**src/tracker_pkg.sv**
```systemverilog
// Shared widths and stored-word layout for the outstanding-transaction tracker
package tracker_pkg;

    // Default ID width of the tracker, in bits
    localparam int IdWidthDefault = 3;

    // Default number of entries in the ID queue
    localparam int CapacityDefault = 6;

    // Default address width, in bits
    localparam int AddrWidthDefault = 16;

    // Burst length width, which is the same for every configuration
    localparam int LenWidth = 4;

    // A stored word keeps the length in its low bits
    localparam int LenLsb = 0;

    // The address sits directly above the length field
    localparam int AddrLsb = LenLsb + LenWidth;

endpackage
```
**src/tracker_ifs.sv**
```systemverilog
// Queue access interfaces between the tracker front ends and the ID queue
`timescale 1ns/1ps

// Push channel, transfer happens when req and gnt are both high
interface queue_push_if #(
    parameter int ID_WIDTH   = 1,
    parameter int DATA_WIDTH = 1
) ();
    logic [ID_WIDTH-1:0]   id;
    logic [DATA_WIDTH-1:0] data;
    logic                  req;
    logic                  gnt;

    modport initiator (output id, data, req, input gnt);
    modport target (input id, data, req, output gnt);
endinterface

// Lookup channel, which reads or pops the oldest entry of one ID
interface queue_lookup_if #(
    parameter int ID_WIDTH   = 1,
    parameter int DATA_WIDTH = 1
) ();
    logic [ID_WIDTH-1:0]   id;
    logic                  pop;
    logic                  req;
    logic [DATA_WIDTH-1:0] data;
    // Valid is low when the ID had no entry in the queue
    logic                  valid;
    logic                  gnt;

    modport initiator (output id, pop, req, input data, valid, gnt);
    modport target (input id, pop, req, output data, valid, gnt);
endinterface

// Masked search channel, answered in the same cycle
interface queue_search_if #(
    parameter int DATA_WIDTH = 1
) ();
    logic [DATA_WIDTH-1:0] data;
    // Only bits set in the mask take part in the compare
    logic [DATA_WIDTH-1:0] mask;
    logic                  req;
    logic                  hit;
    logic                  gnt;

    modport initiator (output data, mask, req, input hit, gnt);
    modport target (input data, mask, req, output hit, gnt);
endinterface

```
**src/id_queue.sv**
```systemverilog
// ID queue that keeps FIFO order per ID, with push, lookup or pop, and masked search ports
`timescale 1ns/1ps

module id_queue #(
    parameter int ID_WIDTH   = 1,
    parameter int CAPACITY   = 2,
    parameter int DATA_WIDTH = 1
) (
    input  logic            clk_i,
    input  logic            rst_ni,
    queue_push_if.target    push_i,
    queue_lookup_if.target  lookup_i,
    queue_search_if.target  search_i
);

    // The head-tail table never needs more rows than there are IDs or entries
    localparam int N_IDS       = 2 ** ID_WIDTH;
    localparam int HT_CAPACITY = (N_IDS <= CAPACITY) ? N_IDS : CAPACITY;
    localparam int HT_IDX_W    = (HT_CAPACITY == 1) ? 1 : $clog2(HT_CAPACITY);
    localparam int LD_IDX_W    = (CAPACITY == 1) ? 1 : $clog2(CAPACITY);

    // Head-tail table, one row per live ID
    logic                  ht_free_q [HT_CAPACITY];
    logic [ID_WIDTH-1:0]   ht_id_q   [HT_CAPACITY];
    logic [LD_IDX_W-1:0]   ht_head_q [HT_CAPACITY];
    logic [LD_IDX_W-1:0]   ht_tail_q [HT_CAPACITY];

    // Linked data table, each entry points to the next younger one of its ID
    logic                  ld_free_q [CAPACITY];
    logic [DATA_WIDTH-1:0] ld_data_q [CAPACITY];
    logic [LD_IDX_W-1:0]   ld_next_q [CAPACITY];

    logic [HT_CAPACITY-1:0] ht_free_vec;
    logic [HT_CAPACITY-1:0] idx_match;
    logic [CAPACITY-1:0]    ld_free_vec;
    logic [CAPACITY-1:0]    search_match;
    logic [HT_IDX_W-1:0]    ht_free_idx;
    logic [HT_IDX_W-1:0]    match_idx;
    logic [LD_IDX_W-1:0]    ld_free_idx;
    logic [LD_IDX_W-1:0]    head_idx;
    logic [ID_WIDTH-1:0]    match_id;
    logic                   ld_full;
    logic                   id_hit;
    logic                   push_go;
    logic                   lookup_go;
    logic                   pop_go;

    for (genvar i = 0; i < HT_CAPACITY; i++) begin : gen_ht_vec
        assign ht_free_vec[i] = ht_free_q[i];
        assign idx_match[i]   = !ht_free_q[i] && (ht_id_q[i] == match_id);
    end

    for (genvar i = 0; i < CAPACITY; i++) begin : gen_ld_vec
        assign ld_free_vec[i] = ld_free_q[i];
        // Masked compare of one live entry against the search word
        assign search_match[i] = !ld_free_q[i] &&
            (((ld_data_q[i] ^ search_i.data) & search_i.mask) == '0);
    end

    // First free row of the head-tail table
    lzc #(.WIDTH(HT_CAPACITY)) i_ht_free_lzc (
        .in_i    (ht_free_vec),
        .cnt_o   (ht_free_idx),
        .empty_o ()
    );

    // First free data slot, and no free slot at all means the queue is full
    lzc #(.WIDTH(CAPACITY)) i_ld_free_lzc (
        .in_i    (ld_free_vec),
        .cnt_o   (ld_free_idx),
        .empty_o (ld_full)
    );

    // A push wins the slot whenever a data entry is free
    // With a free data entry, an unknown ID always finds a free head-tail row too
    assign push_go   = push_i.req && !ld_full;
    assign lookup_go = lookup_i.req && !push_go;
    assign match_id  = push_go ? push_i.id : lookup_i.id;

    // One-hot match vector to row index, at most one row matches
    always_comb begin
        match_idx = '0;
        for (int i = 0; i < HT_CAPACITY; i++) begin
            if (idx_match[i]) begin
                match_idx = match_idx | HT_IDX_W'(i);
            end
        end
    end

    assign id_hit   = |idx_match;
    assign head_idx = ht_head_q[match_idx];
    assign pop_go   = lookup_go && lookup_i.pop && id_hit;

    assign push_i.gnt     = push_go;
    assign lookup_i.gnt   = lookup_go;
    assign lookup_i.valid = lookup_go && id_hit;
    assign lookup_i.data  = (lookup_go && id_hit) ? ld_data_q[head_idx] : '0;

    // Search runs beside the other two ports and never waits
    assign search_i.gnt = search_i.req;
    assign search_i.hit = search_i.req && (|search_match);

    // Every row and slot is free after reset
    always_ff @(posedge clk_i or negedge rst_ni) begin
        if (!rst_ni) begin
            for (int i = 0; i < HT_CAPACITY; i++) begin
                ht_free_q[i] <= 1'b1;
            end
            for (int i = 0; i < CAPACITY; i++) begin
                ld_free_q[i] <= 1'b1;
            end
        end else if (push_go) begin
            ld_free_q[ld_free_idx] <= 1'b0;
            if (!id_hit) begin
                ht_free_q[ht_free_idx] <= 1'b0;
            end
        end else if (pop_go) begin
            ld_free_q[head_idx] <= 1'b1;
            // Popping the last entry of an ID releases its row
            if (head_idx == ht_tail_q[match_idx]) begin
                ht_free_q[match_idx] <= 1'b1;
            end
        end
    end

    // Table payload and list links
    always_ff @(posedge clk_i) begin
        if (push_go) begin
            ld_data_q[ld_free_idx] <= push_i.data;
            if (!id_hit) begin
                // New ID opens a one-entry list
                ht_id_q[ht_free_idx]   <= push_i.id;
                ht_head_q[ht_free_idx] <= ld_free_idx;
                ht_tail_q[ht_free_idx] <= ld_free_idx;
            end else begin
                // Known ID links the new entry behind its tail
                ld_next_q[ht_tail_q[match_idx]] <= ld_free_idx;
                ht_tail_q[match_idx]            <= ld_free_idx;
            end
        end else if (pop_go && (head_idx != ht_tail_q[match_idx])) begin
            ht_head_q[match_idx] <= ld_next_q[head_idx];
        end
    end

endmodule

```
**src/id_tracker.sv**
```systemverilog
// Top level of the outstanding-transaction tracker with issue and retire handshake ports
`timescale 1ns/1ps

module id_tracker #(
    parameter int ID_WIDTH   = tracker_pkg::IdWidthDefault,
    parameter int CAPACITY   = tracker_pkg::CapacityDefault,
    parameter int ADDR_WIDTH = tracker_pkg::AddrWidthDefault
) (
    input  logic                             clk_i,
    input  logic                             rst_ni,
    // Issue port
    input  logic                             issue_req_i,
    input  logic [ID_WIDTH-1:0]              issue_id_i,
    input  logic [ADDR_WIDTH-1:0]            issue_addr_i,
    input  logic [tracker_pkg::LenWidth-1:0] issue_len_i,
    input  logic                             issue_match_len_i,
    output logic                             issue_ack_o,
    output logic                             issue_conflict_o,
    // Retire port
    input  logic                             retire_req_i,
    input  logic [ID_WIDTH-1:0]              retire_id_i,
    input  logic                             retire_pop_i,
    output logic                             retire_ack_o,
    output logic                             retire_hit_o,
    output logic [ADDR_WIDTH-1:0]            retire_addr_o,
    output logic [tracker_pkg::LenWidth-1:0] retire_len_o
);

    // Stored word is address above length
    localparam int DATA_WIDTH = ADDR_WIDTH + tracker_pkg::LenWidth;

    queue_push_if #(.ID_WIDTH(ID_WIDTH), .DATA_WIDTH(DATA_WIDTH)) push_bus ();
    queue_lookup_if #(.ID_WIDTH(ID_WIDTH), .DATA_WIDTH(DATA_WIDTH)) lookup_bus ();
    queue_search_if #(.DATA_WIDTH(DATA_WIDTH)) search_bus ();

    issue_ctrl #(.ID_WIDTH(ID_WIDTH), .ADDR_WIDTH(ADDR_WIDTH)) i_issue_ctrl (
        .clk_i             (clk_i),
        .rst_ni            (rst_ni),
        .issue_req_i       (issue_req_i),
        .issue_id_i        (issue_id_i),
        .issue_addr_i      (issue_addr_i),
        .issue_len_i       (issue_len_i),
        .issue_match_len_i (issue_match_len_i),
        .issue_ack_o       (issue_ack_o),
        .issue_conflict_o  (issue_conflict_o),
        .push_o            (push_bus.initiator),
        .search_o          (search_bus.initiator)
    );

    retire_ctrl #(.ID_WIDTH(ID_WIDTH), .ADDR_WIDTH(ADDR_WIDTH)) i_retire_ctrl (
        .clk_i         (clk_i),
        .rst_ni        (rst_ni),
        .retire_req_i  (retire_req_i),
        .retire_id_i   (retire_id_i),
        .retire_pop_i  (retire_pop_i),
        .retire_ack_o  (retire_ack_o),
        .retire_hit_o  (retire_hit_o),
        .retire_addr_o (retire_addr_o),
        .retire_len_o  (retire_len_o),
        .lookup_o      (lookup_bus.initiator)
    );

    id_queue #(
        .ID_WIDTH   (ID_WIDTH),
        .CAPACITY   (CAPACITY),
        .DATA_WIDTH (DATA_WIDTH)
    ) i_id_queue (
        .clk_i    (clk_i),
        .rst_ni   (rst_ni),
        .push_i   (push_bus.target),
        .lookup_i (lookup_bus.target),
        .search_i (search_bus.target)
    );

endmodule

```
**src/issue_ctrl.sv**
```systemverilog
// Four-phase issue front end that searches for a conflicting address and then pushes
`timescale 1ns/1ps

module issue_ctrl #(
    parameter int ID_WIDTH   = 1,
    parameter int ADDR_WIDTH = 1
) (
    input  logic                          clk_i,
    input  logic                          rst_ni,
    input  logic                          issue_req_i,
    input  logic [ID_WIDTH-1:0]           issue_id_i,
    input  logic [ADDR_WIDTH-1:0]         issue_addr_i,
    input  logic [tracker_pkg::LenWidth-1:0] issue_len_i,
    input  logic                          issue_match_len_i,
    output logic                          issue_ack_o,
    output logic                          issue_conflict_o,
    queue_push_if.initiator               push_o,
    queue_search_if.initiator             search_o
);

    localparam int DATA_WIDTH = ADDR_WIDTH + tracker_pkg::LenWidth;

    // State encoding of the issue FSM
    localparam logic [1:0] StIdle   = 2'd0;
    localparam logic [1:0] StSearch = 2'd1;
    localparam logic [1:0] StPush   = 2'd2;
    localparam logic [1:0] StAck    = 2'd3;

    logic [1:0]            state_q;
    logic                  conflict_q;
    logic                  match_len_q;
    logic [ID_WIDTH-1:0]   id_q;
    logic [DATA_WIDTH-1:0] word_q;

    // Request fields latched on acceptance
    always_ff @(posedge clk_i) begin
        if ((state_q == StIdle) && issue_req_i) begin
            id_q        <= issue_id_i;
            match_len_q <= issue_match_len_i;
            word_q[tracker_pkg::AddrLsb +: ADDR_WIDTH]           <= issue_addr_i;
            word_q[tracker_pkg::LenLsb +: tracker_pkg::LenWidth] <= issue_len_i;
        end
    end

    always_ff @(posedge clk_i or negedge rst_ni) begin
        if (!rst_ni) begin
            state_q    <= StIdle;
            conflict_q <= 1'b0;
        end else begin
            case (state_q)
                StIdle: if (issue_req_i) state_q <= StSearch;
                // The search result decides whether the push state pushes at all
                StSearch: begin
                    if (search_o.gnt) begin
                        conflict_q <= search_o.hit;
                        state_q    <= StPush;
                    end
                end
                // A full queue keeps the push pending here
                StPush: if (conflict_q || push_o.gnt) state_q <= StAck;
                default: if (!issue_req_i) state_q <= StIdle;
            endcase
        end
    end

    // Address bits always compare, length bits only on request
    always_comb begin
        search_o.mask = '0;
        search_o.mask[tracker_pkg::AddrLsb +: ADDR_WIDTH] = '1;
        search_o.mask[tracker_pkg::LenLsb +: tracker_pkg::LenWidth] =
            {tracker_pkg::LenWidth{match_len_q}};
    end

    assign search_o.req  = (state_q == StSearch);
    assign search_o.data = word_q;
    assign push_o.req    = (state_q == StPush) && !conflict_q;
    assign push_o.id     = id_q;
    assign push_o.data   = word_q;

    assign issue_ack_o      = (state_q == StAck);
    assign issue_conflict_o = conflict_q;

endmodule

```
**src/lzc.sv**
```systemverilog
// Trailing-zero counter that returns the index of the lowest set bit of a vector
`timescale 1ns/1ps

module lzc #(
    parameter int WIDTH = 2,
    // Index width, kept at one bit for a single-bit vector
    localparam int CNT_WIDTH = (WIDTH == 1) ? 1 : $clog2(WIDTH)
) (
    input  logic [WIDTH-1:0]     in_i,
    output logic [CNT_WIDTH-1:0] cnt_o,
    output logic                 empty_o
);

    logic [CNT_WIDTH-1:0] idx;
    logic                 found;

    // Scan from the top down so that the lowest set bit is the last one to win
    always_comb begin
        idx   = '0;
        found = 1'b0;
        for (int i = WIDTH - 1; i >= 0; i--) begin
            if (in_i[i]) begin
                idx   = CNT_WIDTH'(i);
                found = 1'b1;
            end
        end
    end

    // An all-zero vector reports index zero together with the empty flag
    assign cnt_o   = idx;
    assign empty_o = !found;

endmodule

```
**src/retire_ctrl.sv**
```systemverilog
// Four-phase retire front end that looks up the oldest entry of an ID and holds the result
`timescale 1ns/1ps

module retire_ctrl #(
    parameter int ID_WIDTH   = 1,
    parameter int ADDR_WIDTH = 1
) (
    input  logic                             clk_i,
    input  logic                             rst_ni,
    input  logic                             retire_req_i,
    input  logic [ID_WIDTH-1:0]              retire_id_i,
    input  logic                             retire_pop_i,
    output logic                             retire_ack_o,
    output logic                             retire_hit_o,
    output logic [ADDR_WIDTH-1:0]            retire_addr_o,
    output logic [tracker_pkg::LenWidth-1:0] retire_len_o,
    queue_lookup_if.initiator                lookup_o
);

    localparam int DATA_WIDTH = ADDR_WIDTH + tracker_pkg::LenWidth;

    localparam logic [1:0] StIdle   = 2'd0;
    localparam logic [1:0] StLookup = 2'd1;
    localparam logic [1:0] StAck    = 2'd2;

    logic [1:0]            state_q;
    logic                  hit_q;
    logic                  pop_q;
    logic [ID_WIDTH-1:0]   id_q;
    logic [DATA_WIDTH-1:0] data_q;

    always_ff @(posedge clk_i or negedge rst_ni) begin
        if (!rst_ni) begin
            state_q <= StIdle;
            hit_q   <= 1'b0;
        end else begin
            case (state_q)
                StIdle: if (retire_req_i) state_q <= StLookup;
                // A push in the same cycle holds the lookup off
                StLookup: begin
                    if (lookup_o.gnt) begin
                        hit_q   <= lookup_o.valid;
                        state_q <= StAck;
                    end
                end
                default: if (!retire_req_i) state_q <= StIdle;
            endcase
        end
    end

    // Request fields on acceptance and the entry word on grant
    always_ff @(posedge clk_i) begin
        if ((state_q == StIdle) && retire_req_i) begin
            id_q  <= retire_id_i;
            pop_q <= retire_pop_i;
        end
        if ((state_q == StLookup) && lookup_o.gnt) begin
            data_q <= lookup_o.data;
        end
    end

    assign lookup_o.req = (state_q == StLookup);
    assign lookup_o.id  = id_q;
    assign lookup_o.pop = pop_q;

    assign retire_ack_o  = (state_q == StAck);
    assign retire_hit_o  = hit_q;
    assign retire_addr_o = data_q[tracker_pkg::AddrLsb +: ADDR_WIDTH];
    assign retire_len_o  = data_q[tracker_pkg::LenLsb +: tracker_pkg::LenWidth];

endmodule

```
**config.mk**
```make
export PLATFORM = sky130hd
export DESIGN_NAME = id_tracker
export DESIGN_NICKNAME = d
export VERILOG_FILES = /design/src/tracker_pkg.sv /design/src/tracker_ifs.sv /design/src/id_queue.sv /design/src/id_tracker.sv /design/src/issue_ctrl.sv /design/src/lzc.sv /design/src/retire_ctrl.sv
export SDC_FILE = /design/constraint.sdc
export NUM_CORES = 1
export LEC_CHECK = 0
export BUFFER_PORTS_ARGS = -buffer_cell sky130_fd_sc_hd__buf_2
export CORE_ASPECT_RATIO = 1.75
export CORE_MARGIN = 2
export CORE_UTILIZATION = 30
export DETAILED_ROUTE_END_ITERATION = 12
export GPL_TIMING_DRIVEN = 0
export PLACE_DENSITY_LB_ADDON = 0.08
export SYNTH_ARGS = -nofsm -noshare
export SYNTH_HDL_FRONTEND = slang
export SYNTH_SLANG_ARGS = --single-unit
```
**constraint.sdc**
```tcl
create_clock -name clk_i -period 3.8 [get_ports clk_i]
set_input_delay 0.19 -clock clk_i [delete_from_list [all_inputs] [get_ports clk_i]]
set_output_delay 0.19 -clock clk_i [all_outputs]
set_load 0.01 [all_outputs]
```
==> reports/results.tsv, run 1 <==
stage	metric	value	unit
run_status	outcome	finished with violations	
run_status	failing checks	DRC, setup timing	
timing	setup TNS	-5.92	ns
detailed_routing	Routed Antenna Nets	0	
setup_path	Setup Crit Path Kind	reg2reg	
synth	Synth top area share	59.9	%
clock_tree	clock latency on the worst-skew pair	0.58	ns
synth	EDFF count, synth	280	
clock_tree	CTS Buf Count	30	
synth	Post-Syn Area	0.0140	sq mm
place	placed cell count	1715	
final_layout	layout cells sized above 1	31.3	%
final_layout	Sequential Area	0.00887	sq mm
setup_path	FF-to-FF Start	i_id_queue.ld_free_q[4]$_DFFE_PN1P_	
timing	Pins Over Slew Limit	0	
power	Leak	6.47	nW
clock_tree	CTS Sinks	298	
final_layout	Non-Filler Instances	1881	
final_layout	# fillers	4427	
setup_path	Buf/Inv on CP	6	
synth	Seq cells post-synth	298	
place	PortBufs	55	
synth	Post-synth ARST share	6.04	%
clock_tree	clock-pin slew on the worst setup and hold paths	0.06	ns
detailed_routing	1st-pass router iterations	9	
detailed_routing	DRT iter0 DRCs	430	
global_routing	number of global-route vias before repair	9892	
place	Cell Area, Placed	0.0154	sq mm
timing	Fin Hold WS	0.0952	ns
synth	compound-gate portion of the synthesized area	8.67	%
timing	Least-Margin Pin Slew	1.31	ns
floorplanning	effective utilization at floorplan	30.5	%
setup_path	Largest stage delay, worst path	0.46	ns
synth	largest family of logic cells by synthesized area	XOR/XNOR gates	
synth	Adder-Cell Fraction of Synth Area	0.357	%
global_routing	global-route wire length before repair	68400	um
timing	Max Freq	250	MHz
timing	final setup vio count	46	
setup_path	Critical Path End Type	register	
timing	RSZ-0062 raised after global routing	yes	
synth	Post-synth top cells	280 x edfxtp_1, 98 x xnor2_1, 58 x nand3_1	
timing	slew margin rel.	12.8	%
floorplanning	total number of placement rows	104	
setup_path	critical path arrival	4.31	ns
synth	Post-Synth Simple-Gate Area	8.75	%
floorplanning	core area	0.0461	sq mm
timing	Final min period	4.00	ns
setup_path	slowest CP cell	or4_4	
place	dpl ws	-1.64	ns
place	DP HPWL	35100	um
setup_path	Crit path max-delay family	simple AND/OR/NAND/NOR gates	
synth	post-synthesis xor/xnor area fraction	9.36	%
synth	Avg Inst Size Synth	13.7	sq um
place	Placer Congestion	0.865	
setup_path	crit-path cells	buf_12 > nor4_4 > a21oi_4 > or4_4 > a32oi_4 > buf_6 > a21oi_4 > buf_12 > buf_12 > o22a_1 > o211ai_1 > buf_4 > xnor2_4 > or3_1 > buf_6 > a32o_2	
clock_tree	CTS tree	built	
synth	count leader, synth	edfxtp_1	
detailed_routing	average routed wire per standard cell	25.5	um
detailed_routing	DR vias	9426	
power	Power Density	900	mW/mm^2
synth	Synth area leader	edfxtp_1	
final_layout	final core utilization	40.2	%
floorplanning	die width	168	um
synth	proportion of synthesized area in mux cells	7.30	%
setup_path	Crit Path Max Fanout	6	
synth	Synth Flop Type	edfxtp_1	
power	IR drop worst, VDD	423	uV
final_layout	# nets final	1312	
clock_tree	CTS Buffer Depth	3	
clock_tree	CTS root buf	clkbuf_16	
floorplanning	die height	290	um
timing	worst setup margin	-0.202	ns
detailed_routing	DRT Wirelength	48000	um
global_routing	GRT overflow	0	
floorplanning	io pins	56	
final_layout	cell area after layout	0.0185	sq mm
timing	Final Skew	0.0263	ns
timing	period utilisation layout	105	%
synth	sequential share of the synthesized area	63.2	%
final_layout	Multi-input gate area	0.00584	sq mm
setup_path	WP data required	4.11	ns
synth	YS warnings	0	
synth	Cells after Synth	1027	
min_path	worst hold path type	in2async	
global_routing	antenna violations before repair	0	
timing	Final Hold Fails	0	
setup_path	Crit. Startpoint	i_id_queue.ld_free_q[4]$_DFFE_PN1P_	
setup_path	Critical Path Start Type	register	
final_layout	antenna cells	0	
flow_run	Max Cap Violations	0	
detailed_routing	DRC violations left	2	
final_layout	area grow syn2layout	31.8	%
detailed_routing	Via density	5.01	
clock_tree	H-tree depth	1	
setup_path	Crit path top cell by count	buf_12	
floorplanning	DIE AREA	0.0486	sq mm
global_routing	largest net degree at the start of global routing	25	
synth	Yosys cell types	72	
power	Tot Pwr	16.6	mW
global_routing	GRT Util Overall	19.6	%
synth	Synth area leaders	edfxtp_1 60%, xnor2_1 6.1%, mux2i_1 3.9%	
-- path summary, 6_finish.rpt --
kind / endpoint / slack (ns) / cells past startpoint
worst min register to register: i_retire_ctrl.retire_hit_o$_DFFE_PN0P_ / 0.50 / 2
min in group clk_i: i_issue_ctrl.state_q[0]$_DFFE_PN0P_ / 0.10 / 3
max in group asynchronous: i_id_queue.ht_free_q[1]$_DFFE_PN1P_ / 3.34 / 2
worst max register to register: i_id_queue.ht_head_q[4][0]$_DFFE_PP_ / -0.20 / 16
worst max-delay path: i_id_queue.ht_head_q[4][0]$_DFFE_PP_ / -0.20 / 16
worst min-delay path: i_retire_ctrl.retire_hit_o$_DFFE_PN0P_ / 0.1 / 2
-- layout make-up --
type,count,area share (%)
flip-flops and latches,298,48.0
multi-input cells,688,31.6
repair buffers,184,8.79
clock buffers,40,4.38
well taps,583,3.94
plain buffers,58,2.52
clock inverters,14,0.521
inverters,16,0.325
-- where the power goes --
group | internal, mW | switching (mW) | leakage (nW) | total, mW
clock | 1.56 | 1.29 | 0.443 | 2.84
combinational | 4.07 | 5.05 | 3.25 | 9.11
sequential | 4.34 | 0.344 | 2.77 | 4.68
-- flip-flops by register name, indices dropped and copies added, names as in the netlist, 3 cells and up --
name and cells:
i_id_queue.ld_data_q 160, i_issue_ctrl.push_o.data 20, i_retire_ctrl.data_q 20, i_id_queue.ht_head_q 18, i_id_queue.ht_id_q 18, i_id_queue.ht_tail_q 18
i_id_queue.ld_next_q 18, i_id_queue.ht_free_q 6, i_id_queue.ld_free_q 6, i_issue_ctrl.push_o.id 3, i_retire_ctrl.lookup_o.id 3
-- routing by layer --
layer,GRT usage [%],share of wire (%),vias up
met5,0,0,-
met4,8.38,5.1,0
met3,2.02,2.8,95
met2,41.7,60,210
met1,18.2,33,4752
li1,-,-,4369
-- cell usage in the layout (no fill, tap or decap), types with 26 or more instances in the layout --
master         netlist  routed
buf_2                8      56
buf_4                4      65
clkbuf_1            48      31
clkbuf_16            0      31
conb_1               1      40
dlygate4sd3_1        0      30
edfxtp_1           280     280
mux2_4               0      26
mux2i_1             54      49
nand3_1             58      56
nand4_1             29      29
nor2_1              33      26
o21ai_0             40      36
xnor2_1             98      95
xor2_1              52      52
-- repair_timing --
| action | in CTS | in global routing |
|---|---|---|
| setup buffers | 64 | 25 |
| pin swaps | 43 | 45 |
| gates cloned | 3 | 0 |
| setup endpoints to repair | 120 | 102 |
| resized for setup | 213 | 70 |
| hold buffers | 30 | 0 |
| hold endpoints to repair | 48 | 0 |
-- cell families (layout without fill, tap and decap cells) --
kind of cell	after synthesis	in the layout
mux	97	97
fa+ha+maj	4	4
xor+xnor	150	150
flops	298	298
simple gates	229	229
buf+inv	80	312
compound gates	168	168
other cells	1	40
Power figures use the tool's default switching activity.
==> run 2, diff against run 1 <==
Settings changed: CORE_UTILIZATION 30 to 56.
==> reports/results.tsv, run 2 (same netlist as run 1, synthesis figures left out) <==
stage	metric	value	unit
final_layout	final core utilization	72.9	%
place	Placer Congestion	0.966	
final_layout	# nets final	1299	
final_layout	antenna cells	0	
timing	Pins Over Slew Limit	0	
place	dpl ws	-1.32	ns
setup_path	Critical Path End Type	register	
run_status	outcome	finished with violations	
power	Power Density	908	mW/mm^2
global_routing	GRT Util Overall	31.6	%
detailed_routing	average routed wire per standard cell	27.3	um
power	IR drop worst, VDD	478	uV
final_layout	Non-Filler Instances	1590	
setup_path	WP data required	4.11	ns
timing	RSZ-0062 raised after global routing	yes	
min_path	worst hold path type	in2async	
timing	worst setup margin	-0.231	ns
power	Seq pwr share	28.6	%
floorplanning	io pins	56	
detailed_routing	Via density	6.22	
clock_tree	clock latency on the worst-skew pair	0.55	ns
setup_path	Critical Path Start Type	register	
detailed_routing	Routed Antenna Nets	0	
final_layout	most frequent cells in the layout	280 x edfxtp_1, 95 x xnor2_1, 60 x buf_2	
place	placed cell count	1439	
floorplanning	effective utilization at floorplan	57.0	%
power	Comb pwr share	55.0	%
global_routing	antenna violations before repair	0	
clock_tree	H-tree depth	1	
timing	setup TNS	-6.62	ns
clock_tree	clock-pin slew on the worst setup and hold paths	0.06	ns
detailed_routing	1st-pass router iterations	7	
clock_tree	CTS Sinks	298	
final_layout	commonest non-fill, non-tap cell in the layout	edfxtp_1	
detailed_routing	DR vias	9895	
timing	Final Skew	0.0151	ns
setup_path	Crit Path Max Fanout	6	
final_layout	Largest Register	i_id_queue.ld_data_q	
timing	final setup vio count	59	
power	P_int	9.74	mW
floorplanning	core area	0.0246	sq mm
floorplanning	total number of placement rows	76	
timing	Final Hold Fails	0	
global_routing	global-route wire length before repair	59700	um
detailed_routing	DRT iter0 DRCs	746	
global_routing	number of global-route vias before repair	10000	
final_layout	# fillers	1640	
run_status	failing checks	setup timing	
floorplanning	die height	213	um
setup_path	Setup Crit Path Kind	reg2reg	
detailed_routing	DRC violations left	0	
clock_tree	CTS root buf	clkbuf_16	
timing	period utilisation layout	106	%
clock_tree	CTS tree	built	
timing	Final min period	4.03	ns
setup_path	slowest CP cell	or4_4	
timing	slew margin rel.	3.76	%
timing	Least-Margin Pin Slew	1.44	ns
setup_path	crit-path cells	or4_4 > o21ai_4 > mux2i_4 > nor3_4 > buf_6 > a211oi_4 > o211ai_1 > buf_4 > nor2_4 > xnor2_4 > o31ai_4 > buf_4 > a22oi_2 > buf_6	
floorplanning	DIE AREA	0.0264	sq mm
clock_tree	CTS Buffer Depth	3	
clock_tree	CTS Buf Count	27	
flow_run	Max Cap Violations	0	
power	Clk pwr share	16.3	%
setup_path	Largest stage delay, worst path	0.59	ns
power	NetSw	6.55	mW
place	DP HPWL	28000	um
floorplanning	die width	124	um
final_layout	layout cells sized above 1	30.3	%
power	Leak	6.31	nW
detailed_routing	DRT Wirelength	43300	um
setup_path	critical path arrival	4.34	ns
global_routing	GRT overflow	0	
power	Net Sw Frac	40.2	%
place	PortBufs	55	
final_layout	Largest register FFs	160	
final_layout	area grow syn2layout	27.9	%
timing	Max Freq	248	MHz
global_routing	largest net degree at the start of global routing	25	
-- run 2: changes by cell type in the layout (fill, tap and decap cells not counted), moves of 4 or more --
cell      previous run  this run
clkbuf_1            31        26
mux2_2              17        24
o22ai_2              6        10
buf_4               65        58
buf_2               56        60
mux2_4              26        19
clkbuf_8             6         2
mux2i_2              4         0
-- run 2: per-stage QoR --
stage | power, mW | hold slack, ns | instance area (sq um)
after global routing | 16.8 | 0.135 | 17900
final | 16.3 | 0.110 | 17900
after detailed placement | 10.3 | 0.153 | 15000
after global placement | 10.2 | 0.166 | 14900
after floorplan | 8.41 | -0.106 | 14200
after CTS | 14.5 | 0.0934 | 17100
-- run 2: timing repair --
action | CTS | global route
hold buffers | 30 | 0
pin swaps | 32 | 49
resized for setup | 139 | 137
endpoints found under the hold margin | 47 | 0
gates cloned | 2 | 4
buffers inserted | 54 | 25
endpoints found under the setup margin | 120 | 129
-- run 2: power by group through the flow --
stage                     logic, mW  clock network, mW  registers, mW
final                          8.96               2.66           4.67
after global routing           9.26               2.82           4.71
after CTS                      7.18               2.69           4.62
after detailed placement       5.62                  0           4.71
after global placement         5.53                  0           4.70
after floorplan                3.77                  0           4.64
-- run 2: path summary, 6_finish.rpt --
| kind | cells past startpoint | slack [ns] | to | start |
|---|---|---|---|---|
| max in group asynchronous | 2 | 3.35 | i_id_queue.ld_free_q[3]$_DFFE_PN1P_ | rst_ni |
| min in group clk_i | 3 | 0.11 | i_issue_ctrl.state_q[0]$_DFFE_PN0P_ | issue_req_i |
| setup reg to reg | 14 | -0.23 | i_id_queue.ht_head_q[4][1]$_DFFE_PP_ | i_id_queue.ld_free_q[2]$_DFFE_PN1P_ |
| setup / recovery | 14 | -0.23 | i_id_queue.ht_head_q[4][1]$_DFFE_PP_ | i_id_queue.ld_free_q[2]$_DFFE_PN1P_ |
| hold / removal | 2 | 0.11 | i_retire_ctrl.retire_hit_o$_DFFE_PN0P_ | rst_ni |
| hold reg to reg | 2 | 0.51 | i_retire_ctrl.retire_hit_o$_DFFE_PN0P_ | i_retire_ctrl.retire_hit_o$_DFFE_PN0P_ |
-- run 2: cell type report --
class / count / area (sq um) / area share, %
Timing Repair Buffer: 174 / 1480 / 8.23
Clock inverter: 14 / 148 / 0.823
Tap cell: 312 / 390 / 2.17
Buffer: 58 / 449 / 2.50
Inverter: 16 / 60.1 / 0.335
Clock buffer: 30 / 687 / 3.83
Sequential cell: 298 / 8870 / 49.4
Multi-Input combinational cell: 688 / 5860 / 32.7
-- run 2: worst max-delay path: cells and delay by family (launching register included) --
kind                   cells  cell delay (ns)
multiplexers               1             0.40
XOR/XNOR                   1             0.11
AO/OA/AOI/OAI              5             1.25
buffers and inverters      4             0.73
flip-flops                 1             0.37
AND/OR/NAND/NOR            3             0.92
-- run 2: layer usage --
layer,vias to the layer above,part of all wire [%],wire [um],GRT usage (%)
met5,-,0,0,0
met3,207,5.6,2430,4.34
met4,0,8.7,3760,21.9
met2,505,53,23100,58.8
li1,4337,-,-,-
met1,4846,32,14000,31.6
==> run 3, diff against run 2 <==
Settings changed: SYNTH_HIERARCHICAL from default to 1.
==> reports/results.tsv, run 3 <==
stage	metric	value	unit
timing	Final Hold Fails	0	
floorplanning	io pins	56	
run_status	failing checks	setup timing	
detailed_routing	DRC violations left	0	
final_layout	Sequential Area	0.00887	sq mm
floorplanning	DIE AREA	0.0271	sq mm
final_layout	area grow syn2layout	31.8	%
timing	period utilisation layout	120	%
final_layout	Non-Filler Instances	1658	
floorplanning	core area	0.0253	sq mm
floorplanning	die width	125	um
clock_tree	CTS root buf	clkbuf_16	
detailed_routing	DRT Wirelength	50400	um
clock_tree	clock latency on the worst-skew pair	0.55	ns
place	Placer Congestion	1.03	
setup_path	Critical Path Start Type	register	
synth	Cells after Synth	1087	
timing	slew margin rel.	14.8	%
synth	Post-Syn Area	0.0144	sq mm
synth	Avg Inst Size Synth	13.3	sq um
timing	RSZ-0062 raised after global routing	yes	
setup_path	critical path arrival	4.86	ns
clock_tree	H-tree depth	1	
flow_run	Max Cap Violations	0	
setup_path	Crit Path Max Fanout	6	
final_layout	Multi-input gate area	0.00610	sq mm
floorplanning	die height	216	um
timing	Max Freq	219	MHz
detailed_routing	average routed wire per standard cell	30.4	um
final_layout	final core utilization	75.0	%
final_layout	Largest register FFs	160	
min_path	Min-Delay Path Depth	4	
setup_path	slowest CP cell	a2111oi_0	
place	PortBufs	55	
timing	Final Skew	0.0139	ns
timing	worst setup margin	-0.774	ns
final_layout	commonest non-fill, non-tap cell in the layout	edfxtp_1	
global_routing	global-route wire length before repair	70200	um
timing	Pins Over Slew Limit	0	
detailed_routing	Via density	6.47	
clock_tree	clock-pin slew on the worst setup and hold paths	0.06	ns
place	placed cell count	1486	
clock_tree	CTS tree	built	
floorplanning	total number of placement rows	77	
floorplanning	effective utilization at floorplan	56.9	%
global_routing	antenna violations before repair	0	
setup_path	Critical Path End Type	register	
place	DP HPWL	32700	um
setup_path	Worst Reg-to-Reg Cells	17	
clock_tree	CTS Sinks	298	
detailed_routing	1st-pass router iterations	5	
min_path	worst hold path type	in2reg	
global_routing	GRT overflow	0	
setup_path	crit-path cells	or4_4 > nor3_4 > nand2b_4 > inv_8 > mux2i_4 > buf_6 > buf_4 > buf_12 > o221ai_4 > buf_6 > and4_1 > a211oi_4 > clkbuf_8 > buf_4 > a2111oi_0 > a311oi_1 > mux2_4	
final_layout	# nets final	1360	
power	IR drop worst, VDD	584	uV
timing	final setup vio count	94	
final_layout	layout cells sized above 1	35.5	%
run_status	outcome	finished with violations	
setup_path	Setup Crit Path Kind	reg2reg	
power	Power Density	1040	mW/mm^2
min_path	hold path endpoint	i_issue_ctrl/state_q[0]$_DFFE_PN0P_	
clock_tree	CTS Buf Count	26	
clock_tree	CTS Buffer Depth	3	
synth	YS warnings	6	
min_path	hold path startpoint	issue_req_i	
final_layout	most frequent cells in the layout	280 x edfxtp_1, 134 x xor2_1, 104 x buf_4	
global_routing	number of global-route vias before repair	11000	
setup_path	WP data required	4.08	ns
setup_path	flop-to-flop setup slack	-0.77	ns
setup_path	Largest stage delay, worst path	0.61	ns
final_layout	antenna cells	0	
final_layout	# fillers	1538	
timing	Final min period	4.57	ns
power	Leak	6.92	nW
setup_path	r2r endpoint	i_id_queue/ht_head_q[2][2]$_DFFE_PP_	
timing	Least-Margin Pin Slew	1.28	ns
detailed_routing	DRT iter0 DRCs	1135	
final_layout	Largest Register	i_id_queue/ld_data_q	
global_routing	GRT Util Overall	35.9	%
detailed_routing	DR vias	10700	
setup_path	FF-to-FF Start	i_id_queue/ld_free_q[2]$_DFFE_PN1P_	
global_routing	largest net degree at the start of global routing	25	
detailed_routing	Routed Antenna Nets	0	
==> run 3: worst max-delay path by stage <==
stage,startpoint,endpoint,slack [ns]
floorplan,i_id_queue/ld_free_q[5]$_DFFE_PN1P_,i_id_queue/ht_head_q[0][0]$_DFFE_PP_,-0.14
global placement,i_id_queue/ld_free_q[1]$_DFFE_PN1P_,i_id_queue/ld_data_q[0][8]$_DFFE_PP_,-2.27
detailed placement,i_id_queue/ld_free_q[5]$_DFFE_PN1P_,i_retire_ctrl/data_q[3]$_DFFE_PP_,-1.60
CTS,i_id_queue/ld_free_q[5]$_DFFE_PN1P_,i_id_queue/ht_head_q[5][0]$_DFFE_PP_,-0.47
global route,i_id_queue/ld_free_q[2]$_DFFE_PN1P_,i_id_queue/ht_head_q[2][2]$_DFFE_PP_,-0.83
finish,i_id_queue/ld_free_q[2]$_DFFE_PN1P_,i_id_queue/ht_head_q[2][2]$_DFFE_PP_,-0.77
==> run 3: routing by layer <==
layer / up-vias / wire, um / track usage [%]
li1: 4575 / - / -
met1: 5261 / 15900 / 36.6
met2: 631 / 26300 / 65.1
met3: 261 / 3030 / 4.67
met4: 0 / 5060 / 28.3
met5: - / 0 / 0
==> run 3: per-stage QoR <==
stage	power [mW]	worst slack [ns]	hold slack (ns)	instance area, sq um	TNS (ns)
final	19.8	-0.774	0.101	19000	-36.99
after floorplan	9.56	-0.137	-0.106	14600	-3.16
after CTS	18.4	-0.475	0.0810	18500	-24.65
after global placement	12.2	-2.27	0.155	15300	-383.82
after global routing	20.4	-0.828	0.123	19000	-45.12
after detailed placement	12.4	-1.60	0.153	15500	-106.33
==> run 3: repair_timing <==
action,CTS,global route
pin swaps,81,51
setup buffers,67,25
cloned,5,2
gates resized for setup,252,77
hold buffers,30,0
endpoints found under the hold margin,48,0
endpoints found under the setup margin,117,132
==> run 3: critical path: cells and delay by family, from the launching register on <==
| family | cells | cell delay [ns] |
|---|---|---|
| simple gates | 4 | 1.15 |
| compound gates | 4 | 1.14 |
| flops | 1 | 0.41 |
| buf+inv | 7 | 1.04 |
| mux | 2 | 0.56 |
==> run 3: power breakdown <==
group	internal [mW]	switching (mW)	total, mW
clock	1.56	1.16	2.72
sequential	4.55	0.419	4.97
combinational	5.18	6.97	12.2
==> run 3: cell type report <==
type	instances	share of cell area, %
Tap cell	316	2.08
Inverter	30	0.645
Timing Repair Buffer	195	9.37
Multi-Input combinational cell	675	32.1
Clock inverter	14	0.869
Buffer	98	4.59
Clock buffer	32	3.65
Sequential cell	298	46.7
